--- src/vcache_pkg.sv ---
package vcache_pkg;

  // geometry
  localparam int ADDR_WIDTH = 16;
  localparam int DATA_WIDTH = 32;
  localparam int MASK_WIDTH = DATA_WIDTH / 8;
  localparam int SETS = 16;
  localparam int BLOCK_WORDS = 4;
  localparam int WAYS = 2;

  localparam int LG_MASK = $clog2(MASK_WIDTH);
  localparam int LG_BLOCK = $clog2(BLOCK_WORDS);
  localparam int LG_SETS = $clog2(SETS);
  // lowest tag bit doubles as way select for tag ops
  localparam int TAG_WIDTH = ADDR_WIDTH - LG_SETS - LG_BLOCK - LG_MASK;

  // opcode class in bits 4:3, size in bits 2:0
  localparam int OPCODE_WIDTH = 5;
  localparam logic [1:0] CLASS_LD = 2'b00;
  localparam logic [1:0] CLASS_ST = 2'b01;
  localparam logic [OPCODE_WIDTH-1:0] TAGST = 5'b10000;
  localparam logic [OPCODE_WIDTH-1:0] TAGLV = 5'b10010;
  localparam logic [OPCODE_WIDTH-1:0] TAGLA = 5'b10011;

  // internal access size code
  localparam logic [1:0] SIZE_BYTE = 2'b00;
  localparam logic [1:0] SIZE_HALF = 2'b01;
  localparam logic [1:0] SIZE_WORD = 2'b10;
  localparam logic [1:0] SIZE_MASK = 2'b11;

  // request data word: store data, or a tag entry for TAGST
  typedef union packed {
    logic [DATA_WIDTH-1:0] word;
    struct packed {
      logic                              valid;
      logic [DATA_WIDTH-TAG_WIDTH-2:0]   unused;
      logic [TAG_WIDTH-1:0]              tag;
    } tag_entry;
  } vcache_word_u;

endpackage

--- src/vcache_load_align.sv ---
`timescale 1ns/1ps

module vcache_load_align
  import vcache_pkg::*;
(
  input  logic                              v_valid_i,
  input  logic                              v_ld_i,
  input  logic                              v_st_i,
  input  logic                              v_taglv_i,
  input  logic                              v_tagla_i,
  input  logic [1:0]                        v_size_i,
  input  logic                              v_sigext_i,
  input  logic [MASK_WIDTH-1:0]             v_mask_i,
  input  logic [ADDR_WIDTH-1:0]             v_addr_i,
  input  logic [WAYS-1:0]                   v_valid_bits_i,
  input  logic [WAYS-1:0][TAG_WIDTH-1:0]    v_tags_i,
  input  logic [WAYS-1:0][DATA_WIDTH-1:0]   v_word_i,
  input  logic [WAYS-1:0]                   hit_i,
  output logic [DATA_WIDTH-1:0]             data_o,
  output logic                              miss_o
);

  logic way_sel;
  logic [LG_SETS-1:0] index;
  logic any_hit;
  logic [DATA_WIDTH-1:0] word;
  logic [DATA_WIDTH-1:0] masked;
  logic [DATA_WIDTH/2-1:0] half_sel;
  logic [7:0] byte_sel;

  assign way_sel = v_addr_i[LG_MASK+LG_BLOCK+LG_SETS];
  assign index = v_addr_i[LG_MASK+LG_BLOCK +: LG_SETS];
  assign any_hit = |hit_i;

  assign miss_o = v_valid_i & (v_ld_i | v_st_i) & ~any_hit;

  // way 1 wins a double hit
  assign word = hit_i[1] ? v_word_i[1] : v_word_i[0];
  assign half_sel = word[(DATA_WIDTH/2)*v_addr_i[LG_MASK-1] +: DATA_WIDTH/2];
  assign byte_sel = word[8*v_addr_i[LG_MASK-1:0] +: 8];

  always_comb begin
    for (int b = 0; b < MASK_WIDTH; b++) begin
      masked[8*b +: 8] = word[8*b +: 8] & {8{v_mask_i[b]}};
    end
  end

  // stores and misses return zero
  always_comb begin
    data_o = '0;
    if (v_taglv_i) begin
      data_o = DATA_WIDTH'(v_valid_bits_i[way_sel]);
    end else if (v_tagla_i) begin
      data_o = DATA_WIDTH'({v_tags_i[way_sel], index, {(LG_BLOCK+LG_MASK){1'b0}}});
    end else if (v_ld_i && any_hit) begin
      case (v_size_i)
        SIZE_BYTE: data_o = {{(DATA_WIDTH-8){v_sigext_i & byte_sel[7]}}, byte_sel};
        SIZE_HALF: data_o = {{(DATA_WIDTH/2){v_sigext_i & half_sel[DATA_WIDTH/2-1]}},
                             half_sel};
        SIZE_MASK: data_o = masked;
        default:   data_o = word;
      endcase
    end
  end

endmodule

--- config.mk ---
export PLATFORM = sky130hd
export DESIGN_NAME = vcache_load_align
export DESIGN_NICKNAME = d
export VERILOG_FILES = /design/src/vcache_pkg.sv /design/src/vcache_load_align.sv
export SDC_FILE = /design/constraint.sdc
export NUM_CORES = 1
export LEC_CHECK = 0
export ABC_AREA = 1
export BUFFER_PORTS_ARGS = -buffer_cell sky130_fd_sc_hd__buf_2
export CORE_MARGIN = 3
export CORE_UTILIZATION = 25
export DETAILED_ROUTE_END_ITERATION = 6
export SLEW_MARGIN = 40
export SYNTH_ARGS = -nofsm -noshare
export SYNTH_HDL_FRONTEND = slang
export SYNTH_SLANG_ARGS = --single-unit
--- constraint.sdc ---
create_clock -name vclk -period 2.4
set_input_delay 0.72 -clock vclk [all_inputs]
set_output_delay 0.72 -clock vclk [all_outputs]
set_load 0.05 [all_outputs]
== Yosys cells after proc, flatten, opt, wreduce, memory -nomap -nowiden ==
Index checks and enable logic that the tools add are counted.
W data, S select, Z words.

* Magnitude comparators: 1
* Equal/unequal tests: 2
* Shift operators: 2
* Multiplexer cells: 9
* Bitwise logic cells: 10
* Reductions and logical operators: 3

{| class="wikitable"
|+ Operators with widths
! cell !! number
|-
| $mux W32 || 4
|-
| $pmux W32 S3 || 1
|-
| $and A8 B8 Y8 || 4
|-
| $shiftx A32 B6 Y16 || 1
|-
| $shiftx A32 B6 Y8 || 1
|-
| $mux W8 || 2
|-
| $and A1 B1 Y1 || 4
|-
| $eq A2 B1 Y1 const B || 1
|-
| $eq A2 B2 Y1 const B || 1
|-
| $logic_not A2 Y1 || 1
|-
| $lt A1 B2 Y1 const B || 1
|-
| $mux W1 || 2
|-
| $reduce_or A2 Y1 || 1
|-
| $logic_and A1 B1 Y1 || 1
|-
| $not A1 Y1 || 1
|-
| $or A1 B1 Y1 || 1
|}

* Register bits after elaboration: 0
* Input bits: 112

== Depth between registers and ports, before layout ==
* Word-level depth: 7
* Mapped depth: 12

== Worst setup path after synthesis ==
No wires, ideal clock.

* Kind: input to output
* Start: input port v_size_i[1]
* End: output port data_o[0]
* Arrival time: 1.925 ns
* Data required time: 1.680 ns
* Setup slack: -0.245 ns
* Cell stages on the path: 7
* Buffers on the path: 0
* Cells stage by stage: nor2_1 nand2_1 nor2_1 nand2_1 nand3_1 o21ai_0 nand2_1

* Word-level cells in the longest chain between the ends: 5

{| class="wikitable"
|+ RTL lines
! what !! line !! RTL
|-
| from (decl) || vcache_load_align.sv:11 || <nowiki>input logic [1:0] v_size_i,</nowiki>
|-
| $eq A2 B2 Y1, or another cell as far along || vcache_load_align.sv:56 || <nowiki>case (v_size_i)</nowiki>
|-
| $pmux W32 S3 * || vcache_load_align.sv:56 ||
|-
| $mux W32 * || vcache_load_align.sv:55 || <nowiki>end else if (v_ld_i && any_hit) begin</nowiki>
|-
| $mux W32 * || vcache_load_align.sv:53 || <nowiki>end else if (v_tagla_i) begin</nowiki>
|-
| $mux W32 * || vcache_load_align.sv:51 || <nowiki>if (v_taglv_i) begin</nowiki>
|-
| to (decl) || vcache_load_align.sv:19 || <nowiki>output logic [DATA_WIDTH-1:0] data_o,</nowiki>
|}

Mark *: on every way between the ends. The rest lies on a longest branch, timed or not.

== Final worst setup path ==
* Start: input port hit_i[1]
* End: output port data_o[30]

* Word-level cells in the longest chain between the ends: 7

{| class="wikitable"
|+ RTL lines
! what !! line !! RTL
|-
| from (decl) || vcache_load_align.sv:18 || <nowiki>input logic [WAYS-1:0] hit_i,</nowiki>
|-
| $mux W32 || vcache_load_align.sv:38 || <nowiki>assign word = hit_i[1] ? v_word_i[1] : v_word_i[0];</nowiki>
|-
| $shiftx A32 B6 Y16 or $shiftx A32 B6 Y8 (tied branches) || vcache_load_align.sv:39, vcache_load_align.sv:40 ||
|-
| $and A1 B1 Y1 (on tied branches) || vcache_load_align.sv:58, vcache_load_align.sv:57 ||
|-
| $pmux W32 S3 || vcache_load_align.sv:56 ||
|-
| $mux W32 * || vcache_load_align.sv:55 ||
|-
| $mux W32 * || vcache_load_align.sv:53 ||
|-
| $mux W32 * || vcache_load_align.sv:51 ||
|}

Marks and branches as above.

==> flow_summary.ini <==
[placed_design]
portBuffers = 136
dp.cells = 628
place.gp.congestion = 0.838
place_area_um2 = 3010
place.detailed.hpwl_mm = 6.33

[timing]
finalHoldViolCount = 0
max_slew_margin = 0.765
max_clock_freq_mhz = 371
fin_crit_ps = 2700
slew_viol_final = 0
rsz0062_at_grt = true
worst_slew_pin_slew_ps = 349
setup_viol = 32
timing.final.crit_share = 1.12
hold_ws_ps = 1770
worst_slack_ps = -299

[synthesis]
ys_seq_area_frac = 0
postSynthCellCount = 392
syn_area_per_cell_um2 = 4.27
yosysUniqueCellTypes = 22
syn_nets = 504
ys_warn_count = 0
syn_area_um2 = 1680

[finish]
regArea_um2 = 0
fin_cells = 637
drive_gt1_frac = 0.605
area_growth_pct = 132
layout.nets = 674
final_cell_area_um2 = 3880
n_clock_buffer = 0
antenna-diode-count = 0
nFlopsAndLatches = 0

[floorplan]
io_pins = 145
fp.dieArea_um2 = 7720
initial_utilization = 0.261
core_area_um2 = 6420
die_height_um = 87.9
fp.dieW_um = 87.9
row_count = 29

[drt]
routed-wl-met3_um = 641
topRoutingLayerUsed = met4
met2WireLength_mm = 4.44
postRouteAntennaNets = 0
viasPerCell = 4.70
drt-pass1-iter-count = 4
dr_total_vias = 2993
wirelength_mm = 8.31
post_drt_wl_per_cell_um = 13.0
wl_met1_mm = 3.13
drc = 0
first_iter_violations = 93

[min_path]
hp-start = v_addr_i[5]
hp-class = in -> out

[status]
status = finished with violations
violations = negative setup slack

[power_and_ir_drop]
ir_drop_mv = 0.117
power_density_nw_per_um2 = 180
p_leak_nw = 2.13

[worst_setup_path]
end_kind = output port
critPathArrivalTime_ps = 1980
worstSetupStartpointType = input port
crit_fanout = 8
critical_path_required_ps = 1680
crit_type = in -> out
crit_start = hit_i[1]

[global_routing]
grt-ovfl-total = 0
grt_pass1_vias = 2761
grt_usage = 0.192
grt_max_degree = 21
antenna_found_initial = 0
grt_pass1_wl_mm = 12.3

[job]
maxCapViolCount = 0
## routing by layer
| metal | vias to the layer above | global-route usage |
|---|---|---|
| li1 | 1550 | - |
| met1 | 1308 | 0.231 |
| met2 | 124 | 0.368 |
| met3 | 11 | 0.0320 |
| met4 | 0 | 0.0153 |
| met5 | - | 0 |
## logic make-up (layout without fill, tap and decap cells)
kind of cell | after synthesis | in the layout | share of synthesized area
compound gates | 30 | 30 | 0.0971
simple gates | 290 | 291 | 0.708
mux | 2 | 2 | 0.0119
buf+inv | 70 | 237 | 0.183
## where the power goes
part	switching (mW)	leakage, nW	internal (mW)	total [mW]
Combinational	0.392	2.13	0.304	0.697
Clock	0	0	0	0
Sequential	0	0	0	0
Total	0.392	2.13	0.304	0.697
## placed cells by master, fill, tap and decap left out, drive strengths merged
master / instances
a22oi: 2
a21oi: 5
nand3: 57
clkbuf: 1
o21a: 1
buf: 184
nand2: 203
o211ai: 2
or2: 2
o21ai: 20
clkinvlp: 19
clkinv: 1
mux2i: 2
nor2: 29
inv: 32
## layout make-up
class	count	area [um2]
multi-input cells	323	1970
well taps	77	96.3
repair buffers	185	1530
inverters	52	282
fillers	616	2540
## Yosys cell counts (all sizes together)
cell    number  share of area
clkinv       1         0.0022
o21ai       20          0.060
clkbuf       6          0.013
o21a         1         0.0045
nor2        29          0.065
buf         12          0.053
mux2i        2          0.012
a21oi        5          0.015
nand2      203           0.46
inv         51           0.11
or2          2         0.0075
a22oi        2         0.0090
o211ai       2         0.0090
nand3       56           0.18
## through the flow
stage	worst slack, ps	power, mW	utilization	setup TNS [ps]
after floorplan	-60.1	0.325	-	-717
after global placement	-603	0.529	0.468	-17190
after detailed placement	-612	0.534	0.468	-17430
after CTS	-286	0.630	0.555	-7990
after global routing	-385	0.754	0.604	-9820
final	-299	0.697	0.604	-7830
## final timing paths
check               endpoint  slack (ps)  cells after the start
setup / recovery  data_o[30]        -300                     13
hold / removal     data_o[5]        1770                      4
## repair_timing
| action | 4_1_cts | 5_1_grt |
|---|---|---|
| buffers inserted | 3 | 3 |
| hold buffers | 0 | 0 |
| cloned | 3 | 1 |
| resized for setup | 148 | 74 |
| pin swaps | 15 | 28 |
| setup endpoints to repair | 33 | 32 |
## worst max-delay path: stages
cell	delay, ps
buf_12	120
nand2_1	110
nand2_2	90
nand2_2	80
nand2_2	80
nand3_4	120
clkbuf_16	160
nand2_2	50
inv_2	60
nand3_4	80
nand2_4	70
clkinvlp_4	80
buf_8	150
Power figures use the tool's default switching activity.
