File: src/vcache_pkg.sv
package vcache_pkg;

  // geometry
  localparam int ADDR_WIDTH = 16;
  localparam int DATA_WIDTH = 32;
  localparam int MASK_WIDTH = DATA_WIDTH / 8;
  localparam int SETS = 16;
  localparam int BLOCK_WORDS = 4;
  localparam int WAYS = 2;

  localparam int LG_MASK = $clog2(MASK_WIDTH);
  localparam int LG_BLOCK = $clog2(BLOCK_WORDS);
  localparam int LG_SETS = $clog2(SETS);
  // lowest tag bit doubles as way select for tag ops
  localparam int TAG_WIDTH = ADDR_WIDTH - LG_SETS - LG_BLOCK - LG_MASK;

  // opcode class in bits 4:3, size in bits 2:0
  localparam int OPCODE_WIDTH = 5;
  localparam logic [1:0] CLASS_LD = 2'b00;
  localparam logic [1:0] CLASS_ST = 2'b01;
  localparam logic [OPCODE_WIDTH-1:0] TAGST = 5'b10000;
  localparam logic [OPCODE_WIDTH-1:0] TAGLV = 5'b10010;
  localparam logic [OPCODE_WIDTH-1:0] TAGLA = 5'b10011;

  // internal access size code
  localparam logic [1:0] SIZE_BYTE = 2'b00;
  localparam logic [1:0] SIZE_HALF = 2'b01;
  localparam logic [1:0] SIZE_WORD = 2'b10;
  localparam logic [1:0] SIZE_MASK = 2'b11;

  // request data word: store data, or a tag entry for TAGST
  typedef union packed {
    logic [DATA_WIDTH-1:0] word;
    struct packed {
      logic                              valid;
      logic [DATA_WIDTH-TAG_WIDTH-2:0]   unused;
      logic [TAG_WIDTH-1:0]              tag;
    } tag_entry;
  } vcache_word_u;

endpackage

File: src/vcache_decode.sv
`timescale 1ns/1ps

module vcache_decode
  import vcache_pkg::*;
(
  input  logic [OPCODE_WIDTH-1:0] opcode_i,
  input  logic [ADDR_WIDTH-1:0]   addr_i,
  output logic                    ld_op_o,
  output logic                    st_op_o,
  output logic                    tagst_op_o,
  output logic                    taglv_op_o,
  output logic                    tagla_op_o,
  output logic [1:0]              size_o,
  output logic [TAG_WIDTH-1:0]    tag_o,
  output logic                    way_sel_o,
  output logic [LG_SETS-1:0]      index_o,
  output logic [LG_BLOCK-1:0]     offset_o
);

  // op class
  assign ld_op_o = (opcode_i[4:3] == CLASS_LD);
  assign st_op_o = (opcode_i[4:3] == CLASS_ST);

  assign tagst_op_o = (opcode_i == TAGST);
  assign taglv_op_o = (opcode_i == TAGLV);
  assign tagla_op_o = (opcode_i == TAGLA);

  // unknown size fields fall back to a word access
  always_comb begin
    case (opcode_i[2:0])
      3'b000:  size_o = SIZE_BYTE;
      3'b001:  size_o = SIZE_HALF;
      3'b100:  size_o = SIZE_MASK;
      default: size_o = SIZE_WORD;
    endcase
  end

  // address is tag | index | word offset | byte offset
  assign tag_o = addr_i[LG_MASK+LG_BLOCK+LG_SETS +: TAG_WIDTH];
  assign index_o = addr_i[LG_MASK+LG_BLOCK +: LG_SETS];
  assign offset_o = addr_i[LG_MASK +: LG_BLOCK];
  assign way_sel_o = tag_o[0];

endmodule

File: config.mk
export PLATFORM = sky130hd
export DESIGN_NAME = vcache_decode
export DESIGN_NICKNAME = d
export VERILOG_FILES = /design/src/vcache_pkg.sv /design/src/vcache_decode.sv
export SDC_FILE = /design/constraint.sdc
export NUM_CORES = 1
export LEC_CHECK = 0
export ABC_CLOCK_PERIOD_IN_PS = 1050
export BUFFER_PORTS_ARGS = -buffer_cell sky130_fd_sc_hd__buf_2
export CORE_AREA = 4 4 41 43
export DETAILED_ROUTE_END_ITERATION = 10
export DIE_AREA = 0 0 45 47
export PLACE_DENSITY = 0.64
export SYNTH_ARGS = -nofsm -noshare
export SYNTH_HDL_FRONTEND = slang
export SYNTH_SLANG_ARGS = --single-unit
export TNS_END_PERCENT = 30
File: constraint.sdc
create_clock -name vclk -period 1.05
set_input_delay 0.105 -clock vclk [all_inputs]
set_output_delay 0.105 -clock vclk [all_outputs]
set_load 0.03 [all_outputs]
# Yosys cells after proc, flatten, opt, wreduce, memory -nomap -nowiden

Index checks and enable logic that the tools add are counted.

Reductions and logical operators: 2
Mux-type cells: 1
Equal/unequal tests: 6

Operators with widths:

| cell                 | count |
|---|---|
| $eq A5 B5 Y1 const B | 3 |
| $pmux W2 S3          | 1 |
| $eq A3 B1 Y1 const B | 1 |
| $eq A3 B3 Y1 const B | 1 |
| $logic_not A3 Y1     | 1 |
| $eq A2 B1 Y1 const B | 1 |
| $logic_not A2 Y1     | 1 |

Word-level logic and storage cells: 9
Register bits: 0
Output and inout bits: 22

# Longest topological paths before layout

Gate-level depths: netlist (run 1).

Depth after elaboration: 2
Mapped depth: 2
Depth with buffers taken out: 2

# Least setup slack after synthesis (run 1)

OpenSTA, ideal clock, no wires.

Path type: input -> output
Start: input port opcode_i[3]
End: output port tagst_op_o
Cell stages on the path: 2
Data required time: 945 ps
Arrival: 1178 ps
Setup slack: -233 ps
Path buffers: 0
Path through: nand2b_1 -> nor4_1

Cells in the longest elaborated chain, start to end: 1

RTL lines:

| element            | RTL line            | RTL |
|---|---|---|
| start: declaration | vcache_decode.sv:6  | `input logic [OPCODE_WIDTH-1:0] opcode_i,` |
| $eq A5 B5 Y1       | vcache_decode.sv:24 | `assign tagst_op_o = (opcode_i == TAGST);` |
| end: declaration   | vcache_decode.sv:10 | `output logic tagst_op_o,` |

No other way between the ends.

# Worst setup path after layout (run 1)

Start: input port opcode_i[3]
End: output port taglv_op_o

Cells in the longest elaborated chain, start to end: 1

RTL lines:

| element          | RTL line            | RTL |
|---|---|---|
| $eq A5 B5 Y1     | vcache_decode.sv:25 | `assign taglv_op_o = (opcode_i == TAGLV);` |
| end: declaration | vcache_decode.sv:11 | `output logic taglv_op_o,` |

No other way between the ends.

==> summary.md, run 1 <==
| Metric | Value |
|---|---|
| Final wirelength | 306 um |
| Gate Count Post-Synth | 25 |
| Final setup fails | 0 |
| FF/Latch Area | 0 um2 |
| Max Slew Vio Count | 0 |
| Fraction of power spent switching nets | 0.6475 |
| Crit path arrival time | 0.83 ns |
| Critical path launch point type | primary input |
| Die W | 45 um |
| Switch Pwr | 42.58 uW |
| Initial antenna violation count | 0 |
| Die ar. | 2115 um2 |
| Post-Synth Simple-Gate Area | 0.3169 |
| Residual DRC | 0 |
| Crit path depth | 4 |
| Max cap viols | 0 |
| Post-Synth XOR/XNOR Area | 0.04930 |
| Worst Path Buf+Inv | 2 |
| FF+latch count | 0 |
| Clk pwr share | 0 |
| Synth Area per Inst | 7.107 um2 |
| Outcome | completed |
| Post-DR vias/cell | 3.297 |
| First-pass GRT wire length | 455 um |
| Delay-heaviest family, CP | simple AND/OR/NAND/NOR gates |
| Warnings, synthesis | 0 |
| Row Count | 13 |
| Synth Area in Adders | 0 |
| Starting density of the core | 0.1365 |
| Slew HR | 0.8847 |
| RSZ-0062 raised after global routing | false |
| Final min period | 0.9397 ns |
| Final worst path period share | 0.8949 |
| Final #Nets | 45 |
| Mapped cell area | 177.7 um2 |
| Largest net degree at the start of global routing | 6 |
| Type of the worst setup path | in2out |
| VDD IR max | 0.03906 mV |
| Hold WC Path Type | in2out |
| Die Ht | 47 um |
| Fraction of layout cells with a size suffix above 1 | 0.6818 |
| Critical path, cell by cell | buf_2 > nand2b_1 > nor4b_2 > buf_2 |
| Final hold violation count | 0 |
| Synth area leader | buf_4 |
| Mux share of post-synthesis cell area | 0 |
| N_diodes | 0 |
| Post-synth top area share | 0.6338 |
| Synth cell types | 10 |
| Final instance area | 150.1 um2 |
| PortBufs | 12 |
| Post-DP HPWL | 278.3 um |
| Top-count cell post-synth | buf_4 |
| CP max stage delay | 0.23 ns |
| DR pass1 iterations | 1 |
| Comb pwr share | 1.000 |
| Post-CTS setup buffers | 0 |
| Sequential power share | 0 |
| GRT overflow | 0 |
| Core Area | 1301 um2 |
| Total GRT Usage | 0.02596 |
| I/O pin total | 43 |
| Worst-margin pin slew | 0.1715 ns |
| Worst Hold Path Cells | 0 |
| Post-synth top cells | 15 x buf_4, 2 x nor2_1 |
| Routability-driven placement congestion ratio | 0.5240 |
| Dpl cell area | 150.1 um2 |
| Main combinational cell family by area after synthesis | buffers and inverters |
| Leak Pwr | 0.00007190 uW |
| Post-synth net total | 46 |
| Crit-path most repeated cell | buf_2 |
| ANT nets after route | 0 |
| Crit Path Max Fanout | 3 |
| Clk_buf instances | 0 |
| Crit-path slowest cell | buf_2 |
| PD cells | 437.9 nW/um2 |
| Average wire per standard cell | 8.270 um |
| Design Power | 65.75 uW |
| Fmax achieved | 1.064 GHz |
| CP endpoint kind | output pin |
| # hold bufs at CTS | 0 |
| Count of filler cells inserted in the layout | 156 |
| DR iter-0 viols | 0 |
| P&R area growth vs syn | -15.49% |
| Synth Area in Compound Gates | 0 |
| Leading post-synthesis cells by cell area | buf_4 63%, nor4b_2 8.5%, xnor2_1 4.9%, nor2_1 4.2%, nand2b_1 3.5% |
| Via count | 122 |
| Vias in the first global route | 104 |
| Sequential area share after synthesis | 0 |
| Cts repair resizes | 0 |
| Worst Path Required | 0.94 ns |
| Min Hold Slack | 0.2100 ns |
| Cell-internal power | 23.18 uW |
==> per-stage QoR <==
stage               TNS [ns]  utilization  cells  worst slack (ns)
floorplan           -0.03829            -     25          -0.03829
global placement           0       0.1154     37            0.1087
detailed placement         0       0.1154     37           0.09734
CTS                        0       0.1154     37           0.09475
global route               0       0.1154     37           0.05283
finish                     0       0.1154     37            0.1103
==> layout make-up <==
class | instances | area [um2] | share of cell area
Multi-Input combinational cell | 10 | 71.32 | 0.4750
Timing Repair Buffer | 12 | 60.06 | 0.4000
Tap cell | 15 | 18.77 | 0.1250
==> cells in the final DEF (no fill, tap or decap) <==
| cell type | n |
|---|---|
| buf_2 | 12 |
| nor2_1 | 2 |
| xnor2_1 | 1 |
| or2_2 | 1 |
| nor2b_1 | 1 |
| nand2b_1 | 1 |
| nor4_2 | 1 |
| nor4b_2 | 1 |
| nand2_1 | 1 |
| nor3_1 | 1 |
==> kinds of logic (layout without fill, tap and decap cells) <==
kind of cell              Yosys count  count (layout)
xor gates and xnor gates            1               1
buffers and inverters              15              12
and+or+nand+nor                     9               9
==> routing by layer <==
metal	wire length (um)	track usage	vias up
li1	-	-	59
met5	0	0	-
met2	145	0.05085	14
met3	84	0.01149	0
met4	0	0	0
met1	77	0.02697	49
==> power by group through the flow <==
stage | combinational [uW] | clock [uW] | sequential, uW
2_1_floorplan | 145 | 0 | 0
3_3_place_gp | 65.3 | 0 | 0
3_5_place_dp | 66.5 | 0 | 0
4_1_cts | 66.6 | 0 | 0
5_1_grt | 72.0 | 0 | 0
6_report | 65.8 | 0 | 0
==> worst paths after layout <==
kind	start	to	slack [ns]
max	opcode_i[3]	taglv_op_o	0.11
min	addr_i[7]	index_o[3]	0.21
Note: power is estimated with default switching activity, not from simulation.
==> run 2, diff against run 1 <==
--- a/config.mk
+++ b/config.mk
@@ -10,7 +10,6 @@
 export CORE_AREA = 4 4 41 43
 export DETAILED_ROUTE_END_ITERATION = 10
 export DIE_AREA = 0 0 45 47
-export PLACE_DENSITY = 0.64
 export SYNTH_ARGS = -nofsm -noshare
 export SYNTH_HDL_FRONTEND = slang
 export SYNTH_SLANG_ARGS = --single-unit
==> summary.md, run 2 (synthesis gave the netlist of run 1 again) <==
| Metric | Value |
|---|---|
| Die ar. | 2115 um2 |
| Type of the worst setup path | in2out |
| Hold WC Path Type | in2out |
| Starting density of the core | 0.1365 |
| Post-CTS setup buffers | 0 |
| Initial antenna violation count | 0 |
| Crit-path slowest cell | buf_2 |
| Final min period | 0.9469 ns |
| Worst-margin pin slew | 0.1660 ns |
| Max Slew Vio Count | 0 |
| Residual DRC | 0 |
| Delay-heaviest family, CP | simple AND/OR/NAND/NOR gates |
| DR pass1 iterations | 4 |
| Final instance area | 150.1 um2 |
| Commonest cells after routing, fill and taps aside | 12 x buf_2, 2 x nor2_1 |
| P&R area growth vs syn | -15.49% |
| Worst setup endpoint | taglv_op_o |
| Die Ht | 47 um |
| Outcome | completed |
| First-pass GRT wire length | 462 um |
| RSZ-0062 raised after global routing | false |
| Dpl cell area | 150.1 um2 |
| Worst Path Buf+Inv | 2 |
| Fraction of layout cells with a size suffix above 1 | 0.6818 |
| Top Layer Used | met4 |
| Row Count | 13 |
| Via count | 132 |
| Crit Path Max Fanout | 3 |
| Max cap viols | 0 |
| N_diodes | 0 |
| Vias in the first global route | 110 |
| Core Area | 1301 um2 |
| Average wire per standard cell | 9.216 um |
| FF/Latch Area | 0 um2 |
| Fmax achieved | 1.056 GHz |
| Cts repair resizes | 0 |
| ANT nets after route | 0 |
| Count of filler cells inserted in the layout | 157 |
| Placement Setup Slack | 0.08645 ns |
| Most common cell after layout, fill and taps aside | buf_2 |
| Final #Nets | 45 |
| Leak Pwr | 0.00007190 uW |
| Largest net degree at the start of global routing | 6 |
| DR iter-0 viols | 1 |
| FF+latch count | 0 |
| # hold bufs at CTS | 0 |
| Met2 WL post-DR | 167 um |
| Total GRT Usage | 0.02754 |
| Clk_buf instances | 0 |
| CP max stage delay | 0.23 ns |
| PnR worst setup slack | 0.1031 ns |
| Crit-path most repeated cell | buf_2 |
| DP Cell Count | 37 |
| Critical path launch point type | primary input |
| Die W | 45 um |
| Crit path arrival time | 0.84 ns |
| PortBufs | 12 |
| Final hold violation count | 0 |
| Routed metal-1 wire length | 79 um |
| Critical path, cell by cell | buf_2 > nand2b_1 > nor4b_2 > buf_2 |
| PD cells | 439.3 nW/um2 |
| Crit path launch | opcode_i[3] |
| Crit path depth | 4 |
| Met3 WL | 92 um |
| Final wirelength | 341 um |
| Routability-driven placement congestion ratio | 0.5068 |
| GRT overflow | 0 |
| Final setup fails | 0 |
| I/O pin total | 43 |
| Post-DR vias/cell | 3.568 |
| Slew HR | 0.8884 |
| Finished Core Util | 0.1154 |
| Worst Path Required | 0.94 ns |
| Post-route insts no fill | 37 |
| Final worst path period share | 0.9018 |
| CP endpoint kind | output pin |
| VDD IR max | 0.04241 mV |
-- run 2: cell counts in the layout (fill, tap and decap cells not counted) --
No cell type changed its count.
-- run 2: how the worst min path moves through the flow --
| stage | start | end | slack [ns] | cells after the start |
|---|---|---|---|---|
| global route | addr_i[9] | tag_o[1] | 0.21 | 0 |
| CTS | addr_i[14] | tag_o[6] | 0.21 | 0 |
| finish | addr_i[13] | tag_o[5] | 0.21 | 0 |
| floorplan | opcode_i[2] | tagst_op_o | 0.28 | 1 |
| global placement | addr_i[14] | tag_o[6] | 0.21 | 0 |
| detailed placement | addr_i[14] | tag_o[6] | 0.21 | 0 |
-- run 2: routing by layer --
layer,up-vias,GRT usage
met5,-,0
met4,0,0.01170
met3,2,0.01916
met2,16,0.05650
met1,55,0.01798
li1,59,-
-- run 2: report_power, final --
part	leakage [uW]	internal [uW]	switching [uW]	total, uW
Sequential	0	0	0	0
Clock	0	0	0	0
Combinational	0.0000719	23.2	42.8	66.0
-- run 2: stage by stage --
stage / setup TNS, ns / total power, uW / hold WS (ns)
floorplan: -0.03829 / 145.1 / 0.2796
global placement: 0 / 65.45 / 0.2102
detailed placement: 0 / 67.07 / 0.2102
CTS: 0 / 67.15 / 0.2102
global route: 0 / 70.62 / 0.2100
finish: 0 / 65.96 / 0.2100
-- run 2: final cells by class --
cell class | count | area (um2) | area share
timing repair buffer | 12 | 60.06 | 0.4000
multi-input combinational | 10 | 71.32 | 0.4750
tap | 15 | 18.77 | 0.1250
==> run 3, diff against run 2 <==
--- a/config.mk
+++ b/config.mk
@@ -5,7 +5,7 @@
 export SDC_FILE = /design/constraint.sdc
 export NUM_CORES = 1
 export LEC_CHECK = 0
-export ABC_CLOCK_PERIOD_IN_PS = 1050
+export ABC_CLOCK_PERIOD_IN_PS = 1200
 export BUFFER_PORTS_ARGS = -buffer_cell sky130_fd_sc_hd__buf_2
 export CORE_AREA = 4 4 41 43
 export DETAILED_ROUTE_END_ITERATION = 10
==> constraint.sdc (replaced) <==
create_clock -name vclk -period 1.2
set_input_delay 0.12 -clock vclk [all_inputs]
set_output_delay 0.12 -clock vclk [all_outputs]
set_load 0.03 [all_outputs]
==> summary.md, run 3 (synthesis gave the netlist of run 1 again) <==
| Metric | Value |
|---|---|
| CP max stage delay | 0.23 ns |
| P&R area growth vs syn | -15.49% |
| Crit path arrival time | 0.85 ns |
| Post-route insts no fill | 37 |
| Clk_buf instances | 0 |
| Type of the worst setup path | in2out |
| Crit-path most repeated cell | buf_2 |
| Starting density of the core | 0.1365 |
| Die Ht | 47 um |
| I/O pin total | 43 |
| First-pass GRT wire length | 538 um |
| DP Cell Count | 37 |
| Final instance area | 150.1 um2 |
| Residual DRC | 0 |
| Min Hold Slack | 0.2400 ns |
| Routability-driven placement congestion ratio | 0.5067 |
| VDD IR max | 0.03190 mV |
| Core Area | 1301 um2 |
| # hold bufs at CTS | 0 |
| Final hold violation count | 0 |
| DR iter-0 viols | 0 |
| PortBufs | 12 |
| Row Count | 13 |
| Crit Path Max Fanout | 3 |
| Crit-path slowest cell | buf_2 |
| Slew HR | 0.8852 |
| Fmax achieved | 1.032 GHz |
| Die ar. | 2115 um2 |
| Average wire per standard cell | 9.216 um |
| Leak Pwr | 0.00007190 uW |
| Final worst path period share | 0.8076 |
| Worst Hold Path Cells | 0 |
| DR pass1 iterations | 1 |
| ANT nets after route | 0 |
| Largest net degree at the start of global routing | 6 |
| Critical path, cell by cell | buf_2 > nand2b_1 > nor4b_2 > buf_2 |
| Commonest cells after routing, fill and taps aside | 12 x buf_2, 2 x nor2_1 |
| Final setup fails | 0 |
| Max Slew Vio Count | 0 |
| Outcome | completed |
| Critical path launch point type | primary input |
| Hold WC Path Type | in2out |
| CP endpoint kind | output pin |
| Max cap viols | 0 |
| Die W | 45 um |
| Dpl cell area | 150.1 um2 |
| Initial antenna violation count | 0 |
| Hold endpoint | index_o[2] |
| Total GRT Usage | 0.03226 |
| Post-CTS setup buffers | 0 |
| Final wirelength | 341 um |
| Cts repair resizes | 0 |
| FF+latch count | 0 |
| PD cells | 384.3 nW/um2 |
| Worst Path Required | 1.08 ns |
| N_diodes | 0 |
| Hold_sp | addr_i[6] |
| Fraction of layout cells with a size suffix above 1 | 0.6818 |
| FF/Latch Area | 0 um2 |
| Post-DR vias/cell | 3.351 |
| RSZ-0062 raised after global routing | false |
| Worst-margin pin slew | 0.1708 ns |
| Vias in the first global route | 118 |
| Final #Nets | 45 |
| Via count | 124 |
| Most common cell after layout, fill and taps aside | buf_2 |
| Final min period | 0.9692 ns |
| Setup TNS | 0 ns |
| GRT overflow | 0 |
==> run 3: worst max path at each step <==
stage	from	endpoint	slack, ns
after detailed placement	opcode_i[3]	taglv_op_o	0.22
final	opcode_i[3]	taglv_op_o	0.23
after floorplan	opcode_i[3]	tagla_op_o	0.08
after global routing	opcode_i[3]	tagla_op_o	0.14
after CTS	opcode_i[3]	taglv_op_o	0.22
after global placement	opcode_i[3]	taglv_op_o	0.23
==> run 3: area by class of cell <==
cell class	instances	area [um2]
fill	156	1151
timing repair buffer	12	60.06
tap	15	18.77
multi-input combinational	10	71.32
==> run 3: per-layer routing <==
| metal | track usage | part of all wire | vias to the layer above |
|---|---|---|---|
| met5 | 0 | 0 | - |
| met4 | 0.01170 | 0.0059 | 0 |
| met3 | 0.02299 | 0.31 | 2 |
| met2 | 0.06215 | 0.46 | 16 |
| met1 | 0.02472 | 0.22 | 47 |
| li1 | - | - | 59 |
==> run 3: report_power, final <==
part / leakage (uW) / switching (uW) / internal [uW]
clock network: 0 / 0 / 0
registers: 0 / 0 / 0
logic: 0.0000719 / 37.4 / 20.3
total: 0.0000719 / 37.4 / 20.3
==> run 3: worst max-delay path: cells and delay by family <==
family                 cells  cell delay (ns)
buffers and inverters      2             0.33
and+or+nand+nor            2             0.40
==> run 3: per-stage QoR <==
stage / worst slack [ns] / power [uW] / utilization
2_1_floorplan: 0.08171 / 127.0 / -
3_3_place_gp: 0.2294 / 57.25 / 0.1154
3_5_place_dp: 0.2191 / 58.55 / 0.1154
4_1_cts: 0.2191 / 58.63 / 0.1154
5_1_grt: 0.1414 / 62.93 / 0.1154
6_report: 0.2308 / 57.69 / 0.1154
